File: src/source/ks_adder_cfg_pkg.sv
//--------------------------------------------------------------------------
// Size constants for the pipelined Kogge-Stone adder.
// The stages and the testbench import these by wildcard.
//--------------------------------------------------------------------------

`default_nettype none

package ks_adder_cfg_pkg;

	// operand and sum width in bits
	localparam int ks_adder_width = 32;

	// prefix tree depth, log2 of the width
	localparam int ks_levels = 5;

	// cycles from in_valid to out_valid
	// one register each after pg, prefix tree and sum
	localparam int ks_latency = 3;

endpackage : ks_adder_cfg_pkg

`default_nettype wire

File: src/source/ks_adder_types_pkg.sv
//--------------------------------------------------------------------------
// Data types and the prefix combine operator shared by the adder stages.
//--------------------------------------------------------------------------

`default_nettype none

package ks_adder_types_pkg;

	import ks_adder_cfg_pkg::*;

	typedef logic [ks_adder_width-1:0] word_t;

	// one node of the prefix tree
	typedef struct packed
	{
		logic g;
		logic p;
	} gp_t;

	// merge a higher group with the group just below it
	function automatic gp_t gp_combine(input gp_t hi, input gp_t lo);
		gp_t res;
		res.g = hi.g | (hi.p & lo.g);
		res.p = hi.p & lo.p;
		return res;
	endfunction

endpackage : ks_adder_types_pkg

`default_nettype wire

File: src/source/ks_pg_if.sv
//--------------------------------------------------------------------------
// Carries the registered generate, propagate and half-sum words from the
// pg stage into the prefix tree, with a one-cycle valid strobe.
//--------------------------------------------------------------------------

`default_nettype none

interface ks_pg_if
	import ks_adder_types_pkg::*;
();

	// data is only meaningful while valid is high
	logic  valid;
	word_t g;
	word_t p;
	// half-sum, a xor b
	word_t x;

	modport producer (
		output valid, g, p, x
	);

	modport consumer (
		input valid, g, p, x
	);

endinterface : ks_pg_if

`default_nettype wire

File: src/source/ks_adder_top.sv
//--------------------------------------------------------------------------
// Top level of the three-stage pipelined Kogge-Stone adder. Plain ports;
// in_valid with a and b gives out_valid with sum and carry_out three
// clocks later, one new pair accepted every cycle.
//--------------------------------------------------------------------------

`default_nettype none

module ks_adder_top
	import ks_adder_types_pkg::*;
(
	input  logic  clk,
	input  logic  rst_n,
	input  logic  in_valid,
	input  word_t a,
	input  word_t b,
	output logic  out_valid,
	output word_t sum,
	output logic  carry_out
);

	// prefix tree to sum stage
	logic  carry_valid;
	word_t carry;
	word_t carry_x;

	// pg stage to prefix tree
	ks_pg_if i_pg_if ();

	ks_pg_gen i_ks_pg_gen (
		.clk      (clk),
		.rst_n    (rst_n),
		.in_valid (in_valid),
		.a        (a),
		.b        (b),
		.pg       (i_pg_if.producer)
	);

	ks_prefix_tree i_ks_prefix_tree (
		.clk         (clk),
		.rst_n       (rst_n),
		.pg          (i_pg_if.consumer),
		.carry_valid (carry_valid),
		.carry       (carry),
		.carry_x     (carry_x)
	);

	ks_sum_stage i_ks_sum_stage (
		.clk         (clk),
		.rst_n       (rst_n),
		.carry_valid (carry_valid),
		.carry       (carry),
		.carry_x     (carry_x),
		.out_valid   (out_valid),
		.sum         (sum),
		.carry_out   (carry_out)
	);

endmodule : ks_adder_top

`default_nettype wire

File: src/source/ks_pg_gen.sv
//--------------------------------------------------------------------------
// First pipeline stage of the adder. Forms per-bit generate, propagate and
// half-sum from the operands and registers them onto the pg interface.
//--------------------------------------------------------------------------

`default_nettype none

module ks_pg_gen
	import ks_adder_types_pkg::*;
(
	input  logic      clk,
	input  logic      rst_n,
	input  logic      in_valid,
	input  word_t     a,
	input  word_t     b,
	ks_pg_if.producer pg
);

	word_t g_next;
	word_t p_next;
	word_t x_next;

	// carry is created at a bit when both operand bits are set
	assign g_next = a & b;
	// OR form of propagate, enough for the carry tree
	assign p_next = a | b;
	// the sum needs a true xor, so carry it separately
	assign x_next = a ^ b;

	always_ff @(posedge clk)
	begin
		if (!rst_n)
			pg.valid <= 1'b0;
		else
			pg.valid <= in_valid;
	end

	// payload loads only with a valid operand pair
	always_ff @(posedge clk)
	begin
		if (in_valid)
		begin
			pg.g <= g_next;
			pg.p <= p_next;
			pg.x <= x_next;
		end
	end

endmodule : ks_pg_gen

`default_nettype wire

File: src/source/ks_prefix_tree.sv
//--------------------------------------------------------------------------
// Kogge-Stone parallel-prefix carry network. Takes the registered pg words,
// runs them through ks_levels rows of combine nodes and registers the
// carries together with the delayed half-sum.
//--------------------------------------------------------------------------

`default_nettype none

module ks_prefix_tree
	import ks_adder_cfg_pkg::*;
	import ks_adder_types_pkg::*;
(
	input  logic      clk,
	input  logic      rst_n,
	ks_pg_if.consumer pg,
	output logic      carry_valid,
	output word_t     carry,
	output word_t     carry_x
);

	// row 0 holds the leaves, row ks_levels the finished groups
	gp_t   row [0:ks_levels][ks_adder_width-1:0];
	word_t carry_next;

	genvar lvl;
	genvar i;

	//----------------------------------------------------------------------
	// leaves
	//----------------------------------------------------------------------

	generate
		for (i = 0; i < ks_adder_width; i++)
		begin : g_leaf
			assign row[0][i] = '{g: pg.g[i], p: pg.p[i]};
		end
	endgenerate

	//----------------------------------------------------------------------
	// prefix rows
	//----------------------------------------------------------------------

	// span doubles each row: 1, 2, 4, 8, 16
	generate
		for (lvl = 0; lvl < ks_levels; lvl++)
		begin : g_level
			for (i = 0; i < ks_adder_width; i++)
			begin : g_node
				if (i >= (1 << lvl))
				begin : g_merge
					assign row[lvl+1][i] = gp_combine(row[lvl][i],
						row[lvl][i-(1 << lvl)]);
				end
				else
				begin : g_pass
					// partner would sit below bit 0, group is already complete
					assign row[lvl+1][i] = row[lvl][i];
				end
			end
		end
	endgenerate

	// group generate from bit i down to bit 0 is the carry out of bit i
	generate
		for (i = 0; i < ks_adder_width; i++)
		begin : g_carry
			assign carry_next[i] = row[ks_levels][i].g;
		end
	endgenerate

	//----------------------------------------------------------------------
	// output register
	//----------------------------------------------------------------------

	always_ff @(posedge clk)
	begin
		if (!rst_n)
			carry_valid <= 1'b0;
		else
			carry_valid <= pg.valid;
	end

	always_ff @(posedge clk)
	begin
		if (pg.valid)
		begin
			carry   <= carry_next;
			// half-sum rides along to line up with its carries
			carry_x <= pg.x;
		end
	end

endmodule : ks_prefix_tree

`default_nettype wire

File: src/source/ks_sum_stage.sv
//--------------------------------------------------------------------------
// Last pipeline stage of the adder. Combines the half-sum with the carry of
// the bit below and registers sum, carry out and valid.
//--------------------------------------------------------------------------

`default_nettype none

module ks_sum_stage
	import ks_adder_cfg_pkg::*;
	import ks_adder_types_pkg::*;
(
	input  logic  clk,
	input  logic  rst_n,
	input  logic  carry_valid,
	input  word_t carry,
	input  word_t carry_x,
	output logic  out_valid,
	output word_t sum,
	output logic  carry_out
);

	word_t carry_in;
	word_t sum_next;

	// carry into bit i is carry out of bit i-1, zero into bit 0
	assign carry_in = {carry[ks_adder_width-2:0], 1'b0};
	assign sum_next = carry_x ^ carry_in;

	always_ff @(posedge clk)
	begin
		if (!rst_n)
			out_valid <= 1'b0;
		else
			out_valid <= carry_valid;
	end

	always_ff @(posedge clk)
	begin
		if (carry_valid)
		begin
			sum       <= sum_next;
			// top carry is already in the tree output
			carry_out <= carry[ks_adder_width-1];
		end
	end

endmodule : ks_sum_stage

`default_nettype wire

File: config.mk
export PLATFORM = sky130hd
export DESIGN_NAME = ks_adder_top
export DESIGN_NICKNAME = d
export VERILOG_FILES = /design/src/source/ks_adder_cfg_pkg.sv /design/src/source/ks_adder_types_pkg.sv /design/src/source/ks_pg_if.sv /design/src/source/ks_adder_top.sv /design/src/source/ks_pg_gen.sv /design/src/source/ks_prefix_tree.sv /design/src/source/ks_sum_stage.sv
export SDC_FILE = /design/constraint.sdc
export NUM_CORES = 1
export LEC_CHECK = 0
export ABC_AREA = 0
export BUFFER_PORTS_ARGS = -buffer_cell sky130_fd_sc_hd__clkbuf_2
export CAP_MARGIN = 20
export CORE_ASPECT_RATIO = 1.5
export CORE_MARGIN = 1
export CORE_UTILIZATION = 60
export CTS_BUF_LIST = sky130_fd_sc_hd__clkbuf_8
export DETAILED_ROUTE_END_ITERATION = 12
export HOLD_SLACK_MARGIN = 0.12
export PLACE_DENSITY = 0.88
export REMOVE_ABC_BUFFERS = 1
export SLEW_MARGIN = 20
export SYNTH_ARGS = -nofsm -noshare
export SYNTH_HDL_FRONTEND = slang
export SYNTH_HIERARCHICAL = 1
export SYNTH_SLANG_ARGS = --single-unit
export TNS_END_PERCENT = 30
File: constraint.sdc
create_clock -name clk -period 2.7 [get_ports clk]
set_input_delay 0.27 -clock clk [delete_from_list [all_inputs] [get_ports clk]]
set_output_delay 0.27 -clock clk [all_outputs]
set_load 0.005 [all_outputs]
== Word level (Yosys, flattened, before mapping) ==
Index checks and enable logic that the tools add are counted.

* Logic and storage cells: 370
* Output and inout bits: 34
* Bits in registers: 196
* Bits of input ports: 67

* Bitwise gates (word level): 360

{| class="wikitable"
|+ Operators with widths
! kind !! count
|-
| $and 1x1->1 || 227
|-
| $or 1x1->1 || 129
|-
| $xor 32x32->32 || 2
|-
| $and 32x32->32 || 1
|-
| $or 32x32->32 || 1
|}

== Logic depth before layout (Yosys ltp) ==
* Depth in word-level cells: 10
* Mapped depth: 7

== Hierarchy ==
Netlist, hierarchy kept.

{| class="wikitable"
|+ By module, submodules not included
! module !! area an instance (um2) !! cells an instance !! times used
|-
| ks_pg_gen || 4,070.2 || 258 || 1
|-
| ks_prefix_tree || 2,837.7 || 223 || 1
|-
| ks_sum_stage || 1,288.7 || 66 || 1
|}

== Worst setup path after synthesis ==
OpenSTA, ideal clock, no wires.

* Path type: register to register
* Start: register i_ks_pg_gen.pg.valid
* End: register i_ks_prefix_tree.carry[0], enable pin
* Period minus slack after synthesis: 2.107 ns
* Arrival time: 1.679 ns
* Required time: 2.273 ns
* Path slack: 0.593 ns
* Stages on the path, launching flop included: 1
* Cell sequence: dfxtp_1

{| class="wikitable"
|+ RTL lines
! element !! RTL line !! source
|-
| start: declaration || ks_pg_if.sv:20 || <nowiki>output valid, g, p, x</nowiki>
|-
| start signal: assignment || ks_pg_gen.sv:35 || <nowiki>pg.valid <= in_valid;</nowiki>
|-
| end signal: assignment || ks_prefix_tree.sv:87 || <nowiki>carry <= carry_next;</nowiki>
|-
| end: declaration || ks_prefix_tree.sv:17 || <nowiki>output word_t carry,</nowiki>
|}

No word-level cell between the ends.

== Worst setup path after layout ==
* Start: register i_ks_pg_gen.pg.g[0]
* End: register i_ks_prefix_tree.carry[28] (data pin)

* Longest elaborated chain between the ends: 6

{| class="wikitable"
|+ RTL lines
! element !! RTL line !! source
|-
| start: declaration || ks_pg_if.sv:20 ||
|-
| start signal: assignment || ks_pg_gen.sv:43 || <nowiki>pg.g <= g_next;</nowiki>
|-
| $and 1x1->1 || ks_adder_types_pkg.sv:23 || <nowiki>res.g = hi.g | (hi.p & lo.g);</nowiki>
|-
| $or 1x1->1 || ks_adder_types_pkg.sv:23 ||
|-
| $and 1x1->1 || ks_adder_types_pkg.sv:23 ||
|-
| $or 1x1->1 || ks_adder_types_pkg.sv:23 ||
|-
| $and 1x1->1 || ks_adder_types_pkg.sv:23 ||
|-
| $or 1x1->1 || ks_adder_types_pkg.sv:23 ||
|-
| via i_ks_prefix_tree.carry_next[28] || ks_prefix_tree.sv:23 || <nowiki>word_t carry_next;</nowiki>
|}

The timed path passes the listed nets, and every way through them passes these cells.
A chain may end at the register's enable or synchronous reset.

==> results.sh <==
export IMPL_dr_total_vias=4640
export IMPL_path_class="register to register"
export IMPL_start_util=0.621
export IMPL_layout_drive_gt1_share=0.205
export IMPL_cp_max_fo=4
export IMPL_postCtsSetupRepairBufs=0
export IMPL_cts_resized=0
export IMPL_end_kind="register"
export IMPL_drt_iter0_drc=324
export IMPL_dpl_cell_count=808
export IMPL_crit_family="compound AO/OA/AOI/OAI gates"
export IMPL_worstMarginPinSlew_ns=0.586
export IMPL_fin_util=0.706
export IMPL_fp_row_count=51
export IMPL_ys_warn_count=6
export IMPL_global_route_usage_met1=0.216
export IMPL_maxCapViolCount=0
export IMPL_max_slew_margin=0.610
export IMPL_grt_max_degree=57
export IMPL_min_period_ns=2.25
export IMPL_grt_use_met2=0.394
export IMPL_cts_clk_slew_worst_paths_ns=0.10
export IMPL_final_area_mm2=0.00928
export IMPL_fin_skew_ns=0.0159
export IMPL_rsz0062_at_grt="false"
export IMPL_post_place_ws_ns=0.472
export IMPL_hp_class="primary input to register"
export IMPL_avgRoutedWirePerCell_um=16.7
export IMPL_gp_congestion=0.972
export IMPL_fmax_mhz=444
export IMPL_grt_pass1_wl_um=21900
export IMPL_regToRegSetupSlack_ns=0.45
export IMPL_setup_slack_ns=0.446
export IMPL_die_h_um=145
export IMPL_hold_viol=0
export IMPL_fp_dieW_um=97.2
export IMPL_slew_viol_final=0
export IMPL_cts_max_level=4
export IMPL_n_fill_cell=842
export IMPL_run_status="complete, no violations"
export IMPL_dpl_hpwl_um=10400
export IMPL_use_met3=0.0423
export IMPL_ioPinCount=101
export IMPL_cts_buffers=17
export IMPL_syn_area_per_cell_um2=15.0
export IMPL_worstPathArrival_ns=2.45
export IMPL_crit_path_top_delay_cell="a221o_1"
export IMPL_core_mm2=0.0131
export IMPL_grt_ovfl_total=0
export IMPL_cts_sinks=195
export IMPL_firstDrtPassIters=6
export IMPL_root_buffer="clkbuf_8"
export IMPL_cts_tree="built"
export IMPL_dpl_cell_area_mm2=0.00891
export IMPL_rr_worst_depth=7
export IMPL_mappedNetlistArea_mm2=0.00816
export IMPL_hold_path_depth=2
export IMPL_insertion_delay_ns=0.45
export IMPL_total_power_mw=5.93
export IMPL_antenna_found_initial=0
export IMPL_grt_total_usage=0.208
export IMPL_syn2layout_area_growth_pct=13.7
export IMPL_finalCritPeriodShare=0.835
export IMPL_peakVddDrop_uv=314
export IMPL_die_area_mm2=0.0141
export IMPL_viasPerCell=5.52
export IMPL_fin_nets=800
export IMPL_start_kind="register"
export IMPL_numPortBuffers=100
export IMPL_syn_inst=545
export IMPL_p_per_area_mw_per_mm2=639
export IMPL_power_leakage_nw=3.95
export IMPL_critical_path_max_stage_delay_ns=0.42
export IMPL_setup_tns_ns=0
export IMPL_clockBufferDepth=2
export IMPL_diodes=0
export IMPL_worst_path_buf_inv=0
export IMPL_setup_viol=0
export IMPL_grt_pass1_vias=4672
export IMPL_wirelength_um=14000
export IMPL_final_cells=841
export IMPL_cp_cell_sequence="a21o_1, nand4_1, a31oi_1, a221o_1, a21boi_4, a31oi_1, a221o_1"
export IMPL_holdWs_ns=0.145
export IMPL_cts_hold_buf=1
export IMPL_drc_errors=0
export IMPL_final_antenna_net_count=0
export IMPL_busiest_layer="met2"
export IMPL_crit_cells=7
export IMPL_required_ns=2.90
==> placed cells by master, fill, tap and decap left out, types with 3 or more instances in the layout <==
master / n
clkbuf_8: 17
clkinv_4: 3
o21ai_0: 14
o21a_1: 5
clkbuf_2: 99
xor2_1: 31
nand3_1: 10
edfxtp_1: 192
clkinv_2: 3
o211ai_1: 3
a211oi_1: 4
and2_1: 5
inv_1: 103
nor2b_1: 3
a31oi_1: 5
nor2_1: 12
a221o_1: 3
ha_1: 64
nand2_1: 24
inv_6: 5
a21o_1: 14
buf_4: 4
a21oi_1: 28
nand4_1: 7
==> sequential cells by signal (all words and copies together), names as in the netlist <==
name,flops
i_ks_sum_stage/out_valid,1
i_ks_pg_gen/pg.valid,1
i_ks_prefix_tree/carry,32
i_ks_sum_stage/sum,32
i_ks_sum_stage/carry_out,1
i_ks_pg_gen/pg.p,31
i_ks_prefix_tree/carry_valid,1
i_ks_pg_gen/pg.x,32
i_ks_pg_gen/pg.g,32
i_ks_prefix_tree/carry_x,32
==> power by group <==
part	switching, mW	leakage (nW)	internal, mW
Clock	0.992	0.186	0.737
Combinational	0.262	1.89	0.186
Sequential	0.140	1.88	3.62
Total	1.39	3.95	4.54
==> metal layers <==
| metal | up-vias | part of all wire |
|---|---|---|
| li1 | 2170 | - |
| met1 | 2170 | 0.35 |
| met2 | 238 | 0.55 |
| met3 | 62 | 0.062 |
| met4 | 0 | 0.039 |
| met5 | - | 0 |
==> final timing paths <==
check / end / start
max: i_ks_prefix_tree/carry[28]$_DFFE_PP_ / i_ks_pg_gen/pg.g[0]$_DFFE_PP_
min reg2reg: i_ks_prefix_tree/carry_x[3]$_DFFE_PP_ / i_ks_pg_gen/pg.x[3]$_DFFE_PP_
max reg2reg: i_ks_prefix_tree/carry[28]$_DFFE_PP_ / i_ks_pg_gen/pg.g[0]$_DFFE_PP_
min: i_ks_pg_gen/pg.g[26]$_DFFE_PP_ / b[26]
==> layout make-up <==
class,instances,area (µm²),share of cell area
multi-input cells,247,1950,0.210
flip-flops and latches,195,5830,0.628
inverters,103,387,0.0416
clock inverters,15,130,0.0140
clock buffers,17,234,0.0252
well taps,159,199,0.0214
repair buffers,105,556,0.0598
Power figures use the tool's default switching activity.
